--- src/lsu_cfg_pkg.sv ---
`default_nettype none

package lsu_cfg_pkg;

    localparam int CFG_DW = 32;

    typedef enum logic [1:0] {
        CFG_CTRL      = 2'd0,
        CFG_LOAD_CNT  = 2'd1,
        CFG_STORE_CNT = 2'd2,
        CFG_FAULT_CNT = 2'd3
    } cfg_addr_e;

    // control register layout
    localparam int CTRL_ALLOW_MIS_BIT = 0;

    localparam logic [CFG_DW-1:0] CTRL_RESET = CFG_DW'(1) << CTRL_ALLOW_MIS_BIT;

endpackage

`default_nettype wire

--- src/lsu_csr.sv ---
`timescale 1ns/1ps
`default_nettype none

module lsu_csr
    import lsu_cfg_pkg::*;
(
    input  logic              clk,
    input  logic              rst_n,
    input  logic              cfg_we,
    input  logic [1:0]        cfg_addr,
    input  logic [CFG_DW-1:0] cfg_wdata,
    output logic [CFG_DW-1:0] cfg_rdata,
    input  logic              ld_evt,
    input  logic              st_evt,
    input  logic              fault_evt,
    output logic              allow_misaligned
);
    cfg_addr_e         sel;
    logic [CFG_DW-1:0] load_cnt;
    logic [CFG_DW-1:0] store_cnt;
    logic [CFG_DW-1:0] fault_cnt;

    assign sel = cfg_addr_e'(cfg_addr);

    always_ff @(posedge clk) begin
        if (!rst_n) begin
            allow_misaligned <= CTRL_RESET[CTRL_ALLOW_MIS_BIT];
            load_cnt         <= '0;
            store_cnt        <= '0;
            fault_cnt        <= '0;
        end else begin
            if (cfg_we && sel == CFG_CTRL) begin
                allow_misaligned <= cfg_wdata[CTRL_ALLOW_MIS_BIT];
            end
            // counters wrap, writes to them are dropped
            load_cnt  <= load_cnt + CFG_DW'(ld_evt);
            store_cnt <= store_cnt + CFG_DW'(st_evt);
            fault_cnt <= fault_cnt + CFG_DW'(fault_evt);
        end
    end

    always_comb begin
        cfg_rdata = '0;
        case (sel)
            CFG_CTRL:      cfg_rdata[CTRL_ALLOW_MIS_BIT] = allow_misaligned;
            CFG_LOAD_CNT:  cfg_rdata = load_cnt;
            CFG_STORE_CNT: cfg_rdata = store_cnt;
            CFG_FAULT_CNT: cfg_rdata = fault_cnt;
            default:       cfg_rdata = '0;
        endcase
    end

    // issue stage must honour the control bit
    a_no_fault_when_allowed: assert property (@(posedge clk) disable iff (!rst_n)
        fault_evt |-> !allow_misaligned)
        else $error("fault raised while misaligned access allowed");

endmodule

`default_nettype wire

--- config.mk ---
export PLATFORM = sky130hd
export DESIGN_NAME = lsu_csr
export DESIGN_NICKNAME = d
export VERILOG_FILES = /design/src/lsu_cfg_pkg.sv /design/src/lsu_csr.sv
export SDC_FILE = /design/constraint.sdc
export NUM_CORES = 1
export LEC_CHECK = 0
export CAP_MARGIN = 30
export CORE_MARGIN = 8
export CORE_UTILIZATION = 25
export DETAILED_ROUTE_END_ITERATION = 8
export DONT_BUFFER_PORTS = 1
export GPL_TIMING_DRIVEN = 1
export PLACE_DENSITY_LB_ADDON = 0.05
export SYNTH_ARGS = -nofsm -noshare
export SYNTH_HDL_FRONTEND = slang
export SYNTH_SLANG_ARGS = --single-unit
--- constraint.sdc ---
create_clock -name clk -period 6.4 [get_ports clk]
set_input_delay 0.64 -clock clk [delete_from_list [all_inputs] [get_ports clk]]
set_output_delay 0.64 -clock clk [all_outputs]
set_load 0.01 [all_outputs]
### Word-level counts from Yosys, hierarchy flattened

Index checks and enable logic that the tools add are counted.

* reductions and logical operators: 2
* $add $sub $neg: 3
* muxes and demuxes: 2
* equality and inequality tests: 3

Operators by type and width (count)
* 32-bit by 1-bit adder with 32-bit output: 3
* 31-bit case mux with 3 select lines: 1
* 2-bit equality test, second input constant: 2
* 1-bit case mux with 4 select lines: 1
* 2-bit by 1-bit equality test with 1-bit output, second input constant: 1
* 2-bit logical NOT: 1
* 1-bit logical AND: 1

* register bits: 97
* output and inout bits: 33

### Longest topological paths before layout

Gate-level depths: netlist of run 1.

* depth after elaboration: 2
* depth in mapped cells: 7
* mapped depth without buffers: 6

### Worst setup path after synthesis of run 1

No wires, ideal clock.

* kind: input to output
* start point: input port cfg_addr[0]
* end point: output port cfg_rdata[11]
* arrival time: 1.887 ns
* setup slack: 3.873 ns
* stages: 4
* cell sequence: clkbuf_1 -> clkbuf_1 -> mux2_2 -> a22o_1

* longest elaborated chain between the ends: 2
* elaborated cells between the ends (all ways): 4
* those cells by class: eq/ne (3); mux (1)

RTL lines
* start: declaration: RTL line lsu_csr.sv:10 `input logic [1:0] cfg_addr,`
* 2-bit equality test / 2-bit by 1-bit equality test with 1-bit output (equally long branches): RTL line lsu_csr.sv:44 `case (sel)`
* 31-bit case mux with 3 select lines *: RTL line lsu_csr.sv:44
* end: declaration: RTL line lsu_csr.sv:12 `output logic [CFG_DW-1:0] cfg_rdata,`

Every way passes the cells marked *; elsewhere a longest branch is shown, timed or not.

### Final worst setup path of run 1

* start point: register load_cnt[0]
* end point: register load_cnt[26]

* longest elaborated chain between the ends: 1

RTL lines
* start: declaration: RTL line lsu_csr.sv:19 `logic [CFG_DW-1:0] load_cnt;`
* start signal: assignment: RTL line lsu_csr.sv:36 `load_cnt <= load_cnt + CFG_DW'(ld_evt);`
* 32-bit by 1-bit adder with 32-bit output: RTL line lsu_csr.sv:36

Every way passes these cells.
A chain may end at the register's enable or synchronous reset.

==> impl_metrics.ini, run 1 <==
[clock_tree]
clockRootBuffer = clkbuf_16
post_cts_resized = 0
cts_setup_buffers = 0
clk_path_buf_depth = 2
clkTransAtPathRegs_ns = 0.07
cts.htree.levels = 3
cts_buffers = 9
cts_tree = yes
clk-insertion-delay-late_ns = 0.35
clkSinkCount = 97
cts-hold-fix-buffers = 0

[logic_synthesis]
yosys.area_share.simple_pct = 25.8
synth_top_family_by_area = simple AND/OR/NAND/NOR gates
async_reset_ff_share_pct = 0
synth_largest_area_cell = dfxtp_1
synthXorXnorAreaFrac_pct = 6.12
synthTopCellsByArea = dfxtp_1 38%, mux2_2 5.9%, a22o_1 5.3%
syn_area_um2 = 5150
synth_cells = 602
synth_compound_area_share_pct = 17.4
syn_area_per_cell_um2 = 8.55
yosysUniqueCellTypes = 38
synth_top_area_share_pct = 37.7
synth-edff-count = 0
ys_ff_latch = 97
syn_nets = 650
ys_seq_area_share_pct = 37.7
synth.area.mux_share_pct = 6.92
synthAdderAreaFrac_pct = 1.94
ys_warn_count = 0
synth_top_flop_cell = dfxtp_1

[placement]
gp_routability_congestion = 0.743
dpl.hpwl_mm = 10.7
port_buffers = 0
place_area_um2 = 5350

[worst_setup_path]
critPathArrivalTime_ns = 2.82
critPathMaxFanout = 14
required_ns = 6.68
reg2reg_slack_ns = 3.86
startpoint_type = flop
end_kind = flop
path_class = reg2reg

[global_routing]
grtUsageTotal_pct = 11.8
grt_pass1_vias = 3956
antenna_found_initial = 0
grt_pass1_wl_mm = 23.8
grt_max_degree = 46
globalRouteOverflowTotal = 0

[sta]
finalSetupTns_ns = 0
period_share_pct = 39.7
finalSetupViolCount = 0
fin_crit_ns = 2.54
slew_headroom_pct = 47.9
finalClockSkew_ns = 0.00810
rsz0062_at_grt = no
drv_slew = 0
tightest_slew_ns = 0.780
hold_viol = 0
max_freq_mhz = 393

[detailed_routing]
firstDrtPassIters = 5
via_per_inst = 5.08
drc = 0
wire_per_inst_um = 17.5
num_vias = 4335
drtIter0Drc = 191
ant_nets = 0
drt-total-wl_mm = 14.9

[floorplan]
start_util_pct = 25.5
io_pins = 73
core_area_um2 = 20200
rows = 52
die_w_um = 160
dieArea_um2 = 25400
dieHeight_um = 160

[cells_and_area]
fin_nets = 626
diodes = 0
drive_above_1_share_pct = 8.92
design_area_um2 = 5630
fin_util_pct = 27.8
area_growth_pct = 9.23

[pwr]
p_comb_share_pct = 2.6
irDropWorstVdd_v = 0.000123
switchingPower_uw = 274
p_seq_share_pct = 52.5
p_int_uw = 893
clkPwrFrac_pct = 44.9
power_leakage_nw = 1.66
power-per-cell-area_nw_per_um2 = 207
p_sw_share_pct = 23.5
power_mw = 1.17

[run_status]
status = complete, no violations

[hold_path]
min_path_type = in2reg

[job]
timing.max_cap.violations = 0
## placed cells by master, fill, tap and decap left out, types with 2 or more instances in the layout
cell type,count
or3_1,26
xnor2_1,23
and2_1,8
ha_1,8
a21oi_1,50
dfxtp_1,97
mux2i_1,3
or4_1,32
nand2b_1,4
a22o_1,31
nor4_1,13
nand3_1,31
mux2_2,27
nor3_1,5
clkbuf_16,9
o21ai_0,26
clkinv_2,3
nand2_1,39
or3_2,3
o31ai_1,28
and3_1,4
nor2_1,39
inv_1,15
buf_4,2
xor2_1,13
nand4_1,20
and4_1,9
## stage by stage
step                      worst slack (ns)  std cells  hold WS (ns)
final                                 3.86        853         0.376
after global routing                  3.66        853         0.356
after CTS                             3.82        853         0.357
after detailed placement              3.60        837         0.457
after global placement                3.64        837         0.445
after floorplan                       3.87        602         0.435
## layout make-up
type / instances / area, um2
fill: 2158 / 14600
multi-input combinational: 452 / 3000
sequential: 97 / 1940
tap: 270 / 338
clock buffer: 11 / 243
inverter: 16 / 60.1
clock inverter: 5 / 31.3
timing repair buffer: 2 / 15.0
## power groups by stage
stage	registers, mW	clock network (mW)	logic, mW
detailed placement	0.627	0	0.0309
global route	0.613	0.570	0.0337
global placement	0.627	0	0.0304
floorplan	0.625	0	0.0312
CTS	0.613	0.545	0.0309
finish	0.613	0.523	0.0300
## per-layer routing
metal  share of wire, %  track usage (%)  up-vias
met3                2.3             1.81       11
met4                1.4             4.37        0
li1                   -                -     2200
met5                  0                0        -
met1                 52             16.9     2080
met2                 44             17.3       44
## Yosys cell counts, types with 20 or more instances
library cell / number
o31ai_1: 28
nand4_1: 20
clkbuf_1: 33
dfxtp_1: 97
nor2_1: 39
a21oi_1: 50
mux2_2: 27
or4_1: 32
a22o_1: 31
or3_1: 26
nand2_1: 39
o21ai_0: 26
nand3_1: 31
xnor2_1: 23
## worst max-delay path: stages (launching register included)
cell	delay, ns
dfxtp_1	0.38
ha_1	0.20
ha_1	0.21
nand4_1	0.30
or3_1	0.68
or4_1	0.54
a21oi_1	0.16
## registers in the layout (all words and copies together), names as in the netlist
name              flops
store_cnt            32
load_cnt             32
fault_cnt            32
allow_misaligned      1
## path summary, 6_finish.rpt
check,start,end,cells past startpoint
min reg2reg,store_cnt[30],store_cnt[30],2
max reg2reg,load_cnt[0],load_cnt[26],6
min,rst_n,allow_misaligned,1
max,load_cnt[0],load_cnt[26],6
## cells by family (layout without fill, tap and decap cells)
family                     after synthesis  after routing
adders and majority gates                8              8
and+or+nand+nor                        238            238
buffers and inverters                   53             34
xor gates and xnor gates                36             36
DFF                                     97             97
muxes                                   31             31
AOI/OAI and AO/OA                      139            139
No activity file was read; power rests on OpenSTA's default activity.
==> inputs of run 2 (changes only) <==
Clock period 6.4 ns to 2.65 ns, I/O delays scaled along.
==> run 2 against run 1 <==
Largest cell class unchanged. Sequential power is 140% higher. Largest power group unchanged. Critical path depth stayed put. Global-route usage is 0.27 points higher. Count of clock-buffer cells in the layout is 1 higher.
==> impl_metrics.ini, run 2 (synthesized netlist as in run 1, its figures left out) <==
[run_status]
status = complete, no violations

[global_routing]
grt_max_degree = 57
grt_pass1_wl_mm = 24.2
grt_pass1_vias = 4058
grtUsageTotal_pct = 12.0
globalRouteOverflowTotal = 0
antenna_found_initial = 0

[cells_and_area]
seqCellArea_um2 = 1940
area_growth_pct = 10.3
design_area_um2 = 5680
diodes = 0
fin_nets = 634
final_cell_mix = 97 x dfxtp_1, 50 x a21oi_1, 39 x nand2_1, 39 x nor2_1, 32 x or4_1
reg_top3 = fault_cnt x32, load_cnt x32, store_cnt x32
layout_commonest_cell = dfxtp_1
multi_input_area_um2 = 3000
drive_above_1_share_pct = 9.35
n_fill_cell = 2165

[pwr]
power_leakage_nw = 1.69
irDropWorstVdd_v = 0.000272
power-per-cell-area_nw_per_um2 = 488

[hold_path]
worstHoldPathCells = 1
whs_endpoint = load_cnt[23]
min_path_type = in2reg
min_from = rst_n

[floorplan]
dieHeight_um = 160
core_area_um2 = 20200
dieArea_um2 = 25400
die_w_um = 160
io_pins = 73
start_util_pct = 25.5
rows = 52

[placement]
gp_routability_congestion = 0.767
dpl.hpwl_mm = 10.8
place_area_um2 = 5420
port_buffers = 0

[clock_tree]
clockRootBuffer = clkbuf_16
clkTransAtPathRegs_ns = 0.07
cts.htree.levels = 3
post_cts_resized = 0
cts_tree = yes
cts_buffers = 9
clkSinkCount = 97
clk_path_buf_depth = 2
cts_setup_buffers = 0
clk-insertion-delay-late_ns = 0.35
cts-hold-fix-buffers = 1

[sta]
period_share_pct = 88.5
finalClockSkew_ns = 0.00891
hold_viol = 0
drv_slew = 0
finalSetupTns_ns = 0
slew_headroom_pct = 59.5
finalSetupViolCount = 0
max_freq_mhz = 427
rsz0062_at_grt = no
tightest_slew_ns = 0.607
fin_crit_ns = 2.34

[worst_setup_path]
reg2reg_from = store_cnt[0]
reg2reg_depth = 6
critPathArrivalTime_ns = 2.61
path_class = reg2reg
required_ns = 2.92
critPathMaxFanout = 13
end_kind = flop
startpoint_type = flop
reg2reg_slack_ns = 0.31
r2r-end = store_cnt[22]

[job]
timing.max_cap.violations = 0

[detailed_routing]
drtIter0Drc = 190
drt-total-wl_mm = 15.2
via_per_inst = 5.13
wire_per_inst_um = 17.7
num_vias = 4398
ant_nets = 0
firstDrtPassIters = 4
drc = 0
## run 2: cell count changes in the layout (fill, tap and decap cells not counted)
cell,change
buf_12,+1
buf_4,+6
clkbuf_1,+1
clkinv_2,-2
clkinv_4,-1
clkinvlp_4,-1
dlygate4sd3_1,+1
## run 2: worst max-delay path, stage by stage, from the launching register on
cell and delay [ns]:
dfxtp_1 0.36, ha_1 0.18, ha_1 0.20, nand2_1 0.17
or4_4 0.67, or4_1 0.53, a21oi_1 0.16
## run 2: worst max path at each step
stage,startpoint,endpoint,slack (ns),depth (start not counted)
after floorplan,load_cnt[0],load_cnt[28],0.44,7
after global placement,fault_cnt[0],fault_cnt[19],0.34,6
after detailed placement,fault_cnt[0],fault_cnt[19],0.30,6
after CTS,fault_cnt[0],fault_cnt[25],0.28,6
after global routing,load_cnt[0],load_cnt[20],0.13,6
final,store_cnt[0],store_cnt[22],0.31,6
## run 2: area by class of cell
class	count	area share, %
clock inverters	1	0.0881
inverters	16	1.06
multi-input cells	452	52.8
clock buffers	12	4.34
well taps	270	5.95
flip-flops and latches	97	34.2
repair buffers	10	1.59
## run 2: routing by layer
metal | global-route usage (%) | part of all wire [%] | wire length [um]
met2 | 18.1 | 45 | 6800
met4 | 4.37 | 1.4 | 212
met5 | 0 | 0 | 0
met3 | 1.81 | 3.1 | 476
met1 | 17.0 | 51 | 7710
## run 2: power breakdown
group	switching, mW	total [mW]	internal [mW]
sequential	0.0125	1.48	1.47
combinational	0.0469	0.0787	0.0317
clock	0.563	1.21	0.647
## run 2: per-stage QoR
step                power, mW  worst slack (ns)  utilization [%]  std cells  hold slack [ns]
floorplan                1.58             0.444                -        602            0.413
global placement         1.59             0.342             26.8        844            0.348
detailed placement       1.59             0.302             26.8        844            0.352
CTS                      2.83             0.279             28.1        858           0.0203
global route             2.89             0.132             28.1        858           0.0220
finish                   2.77             0.306             28.1        858           0.0414
