===== src/mem_pkg.sv =====
`default_nettype none

package mem_pkg;

    localparam int XLEN   = 64;
    localparam int XBYTES = XLEN / 8;
    localparam int OFF_W  = $clog2(XBYTES);  // byte offset inside a doubleword

    typedef enum logic [3:0] {
        MEM_NONE = 4'd0,
        MEM_LB   = 4'd1,
        MEM_LH   = 4'd2,
        MEM_LW   = 4'd3,
        MEM_LD   = 4'd4,
        MEM_LBU  = 4'd5,
        MEM_LHU  = 4'd6,
        MEM_LWU  = 4'd7,
        MEM_SB   = 4'd8,
        MEM_SH   = 4'd9,
        MEM_SW   = 4'd10,
        MEM_SD   = 4'd11
    } mem_op_e;

    function automatic logic [3:0] op_bytes(input mem_op_e op);
        case (op)
            MEM_LB, MEM_LBU, MEM_SB: op_bytes = 4'd1;
            MEM_LH, MEM_LHU, MEM_SH: op_bytes = 4'd2;
            MEM_LW, MEM_LWU, MEM_SW: op_bytes = 4'd4;
            MEM_LD, MEM_SD:          op_bytes = 4'd8;
            default:                 op_bytes = 4'd0;  // MEM_NONE touches nothing
        endcase
    endfunction

    function automatic logic op_is_load(input mem_op_e op);
        op_is_load = op inside {MEM_LB, MEM_LH, MEM_LW, MEM_LD, MEM_LBU, MEM_LHU, MEM_LWU};
    endfunction

    function automatic logic op_is_store(input mem_op_e op);
        op_is_store = op inside {MEM_SB, MEM_SH, MEM_SW, MEM_SD};
    endfunction

endpackage

`default_nettype wire


===== src/dmem_if.sv =====
`timescale 1ns/1ps
`default_nettype none

interface dmem_if
    import mem_pkg::*;
#(
    parameter int BANK_DEPTH = 256
) ();
    localparam int IDX_W = (BANK_DEPTH > 1) ? $clog2(BANK_DEPTH) : 1;

    logic [IDX_W-1:0]  even_idx;
    logic [IDX_W-1:0]  odd_idx;
    logic [XLEN-1:0]   even_wdata;
    logic [XLEN-1:0]   odd_wdata;
    logic [XBYTES-1:0] even_wmask;
    logic [XBYTES-1:0] odd_wmask;
    logic              rd_en;
    logic [XLEN-1:0]   even_rdata;
    logic [XLEN-1:0]   odd_rdata;

    modport issue (
        output even_idx, odd_idx, even_wdata, odd_wdata, even_wmask, odd_wmask, rd_en
    );

    modport ram (
        input  even_idx, odd_idx, even_wdata, odd_wdata, even_wmask, odd_wmask, rd_en,
        output even_rdata, odd_rdata
    );

endinterface

`default_nettype wire


===== src/lsu_issue.sv =====
`timescale 1ns/1ps
`default_nettype none

module lsu_issue
    import mem_pkg::*;
#(
    parameter int BANK_DEPTH = 256
) (
    input  logic             clk,
    input  logic             rst_n,
    input  logic             valid,
    input  logic [XLEN-1:0]  addr,
    input  logic [XLEN-1:0]  store_data,
    input  mem_op_e          op,
    input  logic             allow_misaligned,
    dmem_if.issue            dmem,
    output logic             s1_valid,
    output mem_op_e          s1_op,
    output logic [OFF_W-1:0] s1_offset,
    output logic             s1_swap,
    output logic             s1_fault,
    output logic             ld_evt,
    output logic             st_evt,
    output logic             fault_evt
);
    localparam int IDX_W = (BANK_DEPTH > 1) ? $clog2(BANK_DEPTH) : 1;
    localparam int MW    = 2 * XBYTES;
    localparam int DW2   = 2 * XLEN;

    logic [OFF_W-1:0]  offset;
    logic [3:0]        nbytes;
    logic              crossing;
    logic              is_load;
    logic              is_store;
    logic              fault_now;
    logic              first_odd;
    logic [XLEN-1:0]   row_full;
    logic [IDX_W-1:0]  row_first;
    logic [IDX_W-1:0]  row_next;
    logic [MW-1:0]     mask_sh;
    logic [DW2-1:0]    data_sh;
    logic [XBYTES-1:0] mask_lo;
    logic [XBYTES-1:0] mask_hi;

    assign offset   = addr[OFF_W-1:0];
    assign nbytes   = op_bytes(op);
    assign crossing = (5'(offset) + 5'(nbytes)) > 5'(XBYTES);
    assign is_load  = valid && op_is_load(op);
    assign is_store = valid && op_is_store(op);

    // blocked only when crossing a doubleword with the control bit clear
    assign fault_now = (is_load || is_store) && crossing && !allow_misaligned;

    // doubleword index is addr >> 3 and its parity picks the bank
    assign first_odd = addr[OFF_W];
    assign row_full  = (addr >> (OFF_W + 1)) % XLEN'(BANK_DEPTH);
    assign row_first = row_full[IDX_W-1:0];
    assign row_next  = (row_first == IDX_W'(BANK_DEPTH - 1)) ? '0 : row_first + 1'b1;

    assign mask_sh = ((MW'(1) << nbytes) - MW'(1)) << offset;
    assign data_sh = {{XLEN{1'b0}}, store_data} << {offset, 3'b000};
    assign mask_lo = (is_store && !fault_now) ? mask_sh[XBYTES-1:0] : '0;
    assign mask_hi = (is_store && !fault_now) ? mask_sh[MW-1:XBYTES] : '0;

    // second doubleword of an odd start wraps into the next even row
    assign dmem.even_idx   = first_odd ? row_next : row_first;
    assign dmem.odd_idx    = row_first;
    assign dmem.even_wdata = first_odd ? data_sh[DW2-1:XLEN] : data_sh[XLEN-1:0];
    assign dmem.odd_wdata  = first_odd ? data_sh[XLEN-1:0] : data_sh[DW2-1:XLEN];
    assign dmem.even_wmask = first_odd ? mask_hi : mask_lo;
    assign dmem.odd_wmask  = first_odd ? mask_lo : mask_hi;
    assign dmem.rd_en      = is_load;

    assign ld_evt    = is_load;
    assign st_evt    = is_store;
    assign fault_evt = fault_now;

    always_ff @(posedge clk) begin
        if (!rst_n) begin
            s1_valid <= 1'b0;
            s1_fault <= 1'b0;
        end else begin
            s1_valid <= valid && (op != MEM_NONE);
            s1_fault <= fault_now;
        end
    end

    always_ff @(posedge clk) begin
        s1_op     <= op;
        s1_offset <= offset;
        s1_swap   <= first_odd;  // first doubleword came from the odd bank
    end

    // an idle opcode must neither write nor read a bank
    a_none_quiet: assert property (@(posedge clk) disable iff (!rst_n)
        (op == MEM_NONE) |-> (dmem.even_wmask == '0 && dmem.odd_wmask == '0 && !dmem.rd_en))
        else $error("MEM_NONE enabled a bank access");

endmodule

`default_nettype wire


===== src/flat_wrapper.sv =====
// flat-port wrapper written by rule: the top's interface ports become plain ports
module lsu_issue_flat import mem_pkg::*;
#(
    parameter int BANK_DEPTH = 256
)
  (clk, rst_n, valid, addr, store_data, op, allow_misaligned, s1_valid, s1_op, s1_offset, s1_swap, s1_fault, ld_evt, st_evt, fault_evt, dmem_even_idx, dmem_odd_idx, dmem_even_wdata, dmem_odd_wdata, dmem_even_wmask, dmem_odd_wmask, dmem_rd_en);
  dmem_if #(.BANK_DEPTH(BANK_DEPTH)) dmem_i ();
  input  logic clk;
  input  logic rst_n;
  input  logic valid;
  input  logic [XLEN-1:0] addr;
  input  logic [XLEN-1:0] store_data;
  input  mem_op_e op;
  input  logic allow_misaligned;
  output logic s1_valid;
  output mem_op_e s1_op;
  output logic [OFF_W-1:0] s1_offset;
  output logic s1_swap;
  output logic s1_fault;
  output logic ld_evt;
  output logic st_evt;
  output logic fault_evt;
  output wire logic [$bits(dmem_i.even_idx)-1:0] dmem_even_idx;
  output wire logic [$bits(dmem_i.odd_idx)-1:0] dmem_odd_idx;
  output wire logic [$bits(dmem_i.even_wdata)-1:0] dmem_even_wdata;
  output wire logic [$bits(dmem_i.odd_wdata)-1:0] dmem_odd_wdata;
  output wire logic [$bits(dmem_i.even_wmask)-1:0] dmem_even_wmask;
  output wire logic [$bits(dmem_i.odd_wmask)-1:0] dmem_odd_wmask;
  output wire logic [$bits(dmem_i.rd_en)-1:0] dmem_rd_en;
  assign dmem_even_idx = dmem_i.even_idx;
  assign dmem_odd_idx = dmem_i.odd_idx;
  assign dmem_even_wdata = dmem_i.even_wdata;
  assign dmem_odd_wdata = dmem_i.odd_wdata;
  assign dmem_even_wmask = dmem_i.even_wmask;
  assign dmem_odd_wmask = dmem_i.odd_wmask;
  assign dmem_rd_en = dmem_i.rd_en;
  lsu_issue #(.BANK_DEPTH(BANK_DEPTH)) u_core (.clk(clk), .rst_n(rst_n), .valid(valid), .addr(addr), .store_data(store_data), .op(op), .allow_misaligned(allow_misaligned), .dmem(dmem_i), .s1_valid(s1_valid), .s1_op(s1_op), .s1_offset(s1_offset), .s1_swap(s1_swap), .s1_fault(s1_fault), .ld_evt(ld_evt), .st_evt(st_evt), .fault_evt(fault_evt));
endmodule

===== config.mk =====
export PLATFORM = sky130hd
export DESIGN_NAME = lsu_issue_flat
export DESIGN_NICKNAME = d
export VERILOG_FILES = /design/src/mem_pkg.sv /design/src/dmem_if.sv /design/src/lsu_issue.sv /design/src/flat_wrapper.sv
export SDC_FILE = /design/constraint.sdc
export NUM_CORES = 1
export LEC_CHECK = 0
export ABC_CLOCK_PERIOD_IN_PS = 3100
export BUFFER_PORTS_ARGS = -buffer_cell sky130_fd_sc_hd__buf_4
export CORE_AREA = 2 2 119 121
export CTS_BUF_LIST = sky130_fd_sc_hd__clkbuf_4 sky130_fd_sc_hd__clkbuf_8
export CTS_CLUSTER_DIAMETER = 40
export DETAILED_ROUTE_END_ITERATION = 6
export DIE_AREA = 0 0 121 123
export PLACE_DENSITY = 0.79
export SETUP_SLACK_MARGIN = 0.15
export SLEW_MARGIN = 5
export SYNTH_ARGS = -nofsm -noshare
export SYNTH_HDL_FRONTEND = slang
export SYNTH_SLANG_ARGS = --single-unit

===== constraint.sdc =====
create_clock -name clk -period 3.1 [get_ports clk]
set_input_delay 0.31 -clock clk [delete_from_list [all_inputs] [get_ports clk]]
set_output_delay 0.31 -clock clk [all_outputs]
set_load 0.01 [all_outputs]

**Yosys cells after proc, flatten, opt, wreduce, memory -nomap -nowiden**

Memories as Yosys holds them, arrays and structs flattened.
Cells that the tools add are included.

- Add/subtract/negate cells: 3
- Order comparisons: 1
- Equality and inequality tests: 12
- Shift operators: 3
- Muxes and demuxes: 8
- Reduce and logical (&&, ||, !) cells: 12

Operators by type and width:

| operator | number |
|---|---|
| $mux W64 | 2 |
| $shl A64 B6 Y128 | 1 |
| $mux W8 | 6 |
| $eq A4 B3 Y1 const B | 4 |
| $eq A4 B4 Y1 const B | 4 |
| $shl A1 B4 Y16 const A | 1 |
| $shl A16 B3 Y16 | 1 |
| $sub A16 B2 Y16 const B | 1 |
| $add A8 B1 Y8 const B | 1 |
| $eq A4 B2 Y1 const B | 2 |
| $eq A8 B8 Y1 const B | 1 |
| $reduce_bool A4 Y1 | 2 |
| $reduce_bool A7 Y1 | 1 |
| $logic_and A1 B1 Y1 | 6 |
| $add A3 B4 Y5 | 1 |
| $gt A5 B4 Y1 const B | 1 |
| $eq A4 B1 Y1 const B | 1 |
| $logic_not A1 Y1 | 2 |
| $logic_or A1 B1 Y1 | 1 |

- Flip-flop bits (word level): 10
- ROM bits: 64
- Word-level logic and storage cells: 45
- Memories: 1

Memories:

| name | depth | bits a word | rd ports | clocked after memory_dff | write ports | RTL line | RTL |
|---|---|---|---|---|---|---|---|
| (name not given) | 16 | 4 | 1 | 0 | 0 | mem_pkg.sv:25 | `case (op)` |

**Longest topological paths before layout**

- Depth in word-level cells: 10
- Gate-level depth with buffers: 13

**Least setup slack after synthesis**

OpenSTA, ideal clock, no wires.

- Kind: input port to output port
- Start: in op[0]
- End: out dmem_even_wmask[4]
- Data arrival time: 3,049 ps
- Required time: 2,790 ps
- Slack: -259 ps
- Cell stages on the path: 12
- Buffers on the path: 2
- Path through: buf_2 -> nor3b_1 -> nor2_1 -> nor2_1 -> ha_1 -> fa_1 -> or3_1 -> a221o_1 -> a21oi_2 -> o21ai_1 -> buf_2 -> a221oi_1

- Word-level cells in the longest chain between the ends: 10
- Elaborated cells between the ends (all ways): 29
- Classes of those cells: add/sub: 2; order compare: 1; eq/ne: 11; shift: 2; mux: 3; reduce/logical: 9; memory: 1

RTL lines:

| item | RTL line | RTL |
|---|---|---|
| start, declared | flat_wrapper.sv:13 | `input mem_op_e op;` |
| branches (longest 9 deep; another with $sub A16 B2 Y16) | n/a |  |
| $mux W8 (*) | lsu_issue.sv:70 | `assign dmem.even_wmask = first_odd ? mask_hi : mask_lo;` |
| end, declared | flat_wrapper.sv:27 | `output wire logic [$bits(dmem_i.even_wmask)-1:0] dmem_even_wmask;` |

Every way passes the cells marked *.

**Worst setup path in the final report**

- Start: in op[2]
- End: out dmem_odd_wmask[0]

- Word-level cells in the longest chain between the ends: 10
- Elaborated cells between the ends (all ways): 29
- Classes of those cells: add/sub: 2; order compare: 1; eq/ne: 11; shift: 2; mux: 3; reduce/logical: 9; memory: 1

RTL lines:

| item | RTL line | RTL |
|---|---|---|
| branches (longest 9 deep; another with $sub A16 B2 Y16) | n/a |  |
| $mux W8 (*) | lsu_issue.sv:71 | `assign dmem.odd_wmask = first_odd ? mask_lo : mask_hi;` |
| end, declared | flat_wrapper.sv:28 | `output wire logic [$bits(dmem_i.odd_wmask)-1:0] dmem_odd_wmask;` |

Marks and branches as above.

==> summary.txt <==
Detailed routing
  • DRT Pass-1 Iters: 6
  • DRT iter0 DRCs: 678
  • ANT nets after route: 0
  • DRC Markers: 0
  • Via density: 5.78
  • Drt total wl: 22800 microns
  • Wirelength per Cell: 18.5 microns
  • Vias: 7102

Clock tree
  • CTS buffer count: 3
  • CTS tree: built
  • H-tree depth: 1
  • Hold-fix buffers, CTS: 0
  • Clock root buffer master: clkbuf_8
  • Clk slew on worst S/H paths: 0.05 ns
  • Clock sink total: 10
  • Longest Clk Path Bufs: 2

Synth
  • Sequential element share of the synthesized area: 0.0411
  • Synth Area per Inst: 6.01 sq um
  • Synth Instances: 810
  • Post-synth cell types: 67
  • Syn Nets: 952
  • Synthesized flop and latch total: 10
  • Cell area after synthesis: 4870 sq um
  • FFs w/ async S/R, synth: 0
  • Primary FF master, synth: dfxtp_1
  • Yosys Warn Count: 0
  • Post-synth EDFFs: 0

Layout
  • Cell Count, Final, Fillers Out: 1229
  • Layout fillers: 1357
  • Most common cell after layout, fill and taps aside: buf_4
  • Fin util: 0.548
  • Layout cells sized above 1: 0.375
  • Register Area: 200 sq um
  • # diodes: 0
  • Nets: 1192
  • Footprint of the multi-input gates: 4450 sq um
  • Commonest cells after routing, fill and taps aside: buf_4 (314), nand2_1 (130), o21ai_0 (112), nor2_1 (94)
  • Area Growth Syn to Fin: 53.2%

Global route
  • Number of global-route vias before repair: 5993
  • Largest net degree at the start of global routing: 85
  • Initial antenna violation count: 0
  • GRT Total Usage: 0.282
  • Remaining global-route overflow: 0
  • First-pass GRT wire length: 33700 microns

Placed design
  • Post-DP HPWL: 17700 microns
  • Placed Cells: 1221
  • Routability congestion estimate from global placement: 1.01
  • IO Port Bufs: 257

Timing
  • Tmin final: 3.34 ns
  • Fmax: 300 MHz
  • Final setup viols: 16
  • Max Slew Vio Count: 0
  • RSZ-0062 raised after global routing: yes
  • Worst slew pin tran: 0.690 ns
  • Final hold violation count: 0
  • Post-route setup slack: -0.236 ns
  • Final worst path period share: 1.08
  • Slew headroom: 0.535

Power
  • Leak pwr: 3.43 nW
  • Cell area power density: 225 nW/um^2
  • IR drop worst, VDD: 0.168 mV
  • Final Power: 1.68 mW

Min path
  • Hold/Removal Path Class: in2reg

Setup path
  • Crit path required time: 2.79 ns
  • Type of the worst setup path: in2out
  • CP max FO: 4
  • Worst setup SP type: input pin
  • Crit end category: output pin
  • WP data arrival: 3.03 ns

Job
  • Max-cap violations: 0

Die
  • DIE AREA: 14900 sq um
  • Ports: 310
  • Initial Utilization: 0.358
  • FP Rows: 43
  • Chip width: 121 microns
  • Die Ht: 123 microns
  • Core area: 13600 sq um

Run status
  • Status: finished with violations
  • Violated checks: setup timing
kinds of logic after synthesis:
family                     share of synthesized area
muxes                                          0.193
buffers and inverters                         0.0917
adders and majority gates                     0.0170
and+or+nand+nor                                0.280
xor gates and xnor gates                      0.0126
AOI/OAI and AO/OA                              0.364
DFF                                           0.0411
layout make-up:
type,instances,area share
Sequential cell,10,0.0268
Timing Repair Buffer,323,0.335
Tap cell,180,0.0302
Clock buffer,4,0.00738
Multi-Input combinational cell,703,0.597
Inverter,9,0.00453
worst paths after layout:
| kind | startpoint | end | slack [ns] | depth (start not counted) |
|---|---|---|---|---|
| setup / recovery | op[2] | dmem_odd_wmask[0] | -0.24 | 13 |
| hold / removal | op[0] | u_core.s1_op[0]$_DFF_P_ | 0.20 | 1 |
power breakdown:
part / total, mW / switching, mW / internal [mW]
clock: 0.167 / 0.0552 / 0.112
combinational: 1.38 / 0.764 / 0.613
sequential: 0.137 / 0.00189 / 0.135
synthesized netlist by cell type (all sizes together), types with 2 or more instances:
cell     instances  area (sq um)
a2111oi          2          23.8
a211oi           7          52.6
a21o             5          37.5
a21oi           68           348
a221oi           4          35.0
a22o            16           140
a2bb2oi          2          17.5
a311oi           2          17.5
a31oi            3          18.8
a32oi            3          26.3
and2             3          18.8
and3             2          12.5
buf             47           259
clkbuf          41           154
clkinv           2          7.51
dfxtp           10           200
ha               5          62.6
inv              7          26.3
mux2            25           282
mux2i           66           661
nand2          132           495
nand2b           6          37.5
nand3           40           200
nand4            3          18.8
nor2            96           360
nor2b            5          31.3
nor3            11          60.1
nor4b            3          32.5
nor4bb           3          30.0
o211ai           2          15.0
o21ai          117           589
o221a            2          31.3
o221ai           3          26.3
o22ai           22           138
o2bb2ai          9          78.8
o311a            2          20.0
o31ai            7          52.6
or2              3          18.8
xnor2            5          43.8
xor2             2          17.5
layer usage:
layer,global-route usage,share of wire,vias to the layer above,wire length [microns]
li1,-,-,3427,-
met4,0.0581,0.028,0,633
met2,0.422,0.43,425,9710
met3,0.0530,0.10,46,2280
met1,0.416,0.45,3204,10200
met5,0,0,-,0
worst max-delay path, stage by stage:
cell      delay [ns]
buf_8           0.10
nor3b_4         0.26
nor2_4          0.07
nor2_4          0.11
ha_4            0.14
fa_2            0.43
or3_1           0.37
a221o_1         0.35
a21oi_2         0.22
o21ai_4         0.11
buf_6           0.16
a211oi_2        0.22
buf_4           0.16
flip-flops by register name (all words and copies together) (netlist names):
name / cells
u_core.s1_fault: 1
u_core.s1_offset: 3
u_core.s1_op: 4
u_core.s1_swap: 1
u_core.s1_valid: 1
metrics by stage:
step                TNS [ns]  setup slack (ns)  hold slack, ns  area, sq um
global route           -4.27            -0.344           0.192         7460
detailed placement     -4.16            -0.330           0.475         7280
finish                 -2.09            -0.236           0.200         7460
CTS                    -1.79            -0.222           0.196         7440
floorplan                  0           0.00570           0.338         5070
global placement       -3.14            -0.249           0.476         7280
timing repair:
item                       4_1_cts  5_1_grt
gates resized for setup         18        4
buffers inserted                 4        0
pin swaps                       16        3
setup endpoints to repair       17       17
Note: power is estimated with default switching activity, not from simulation.
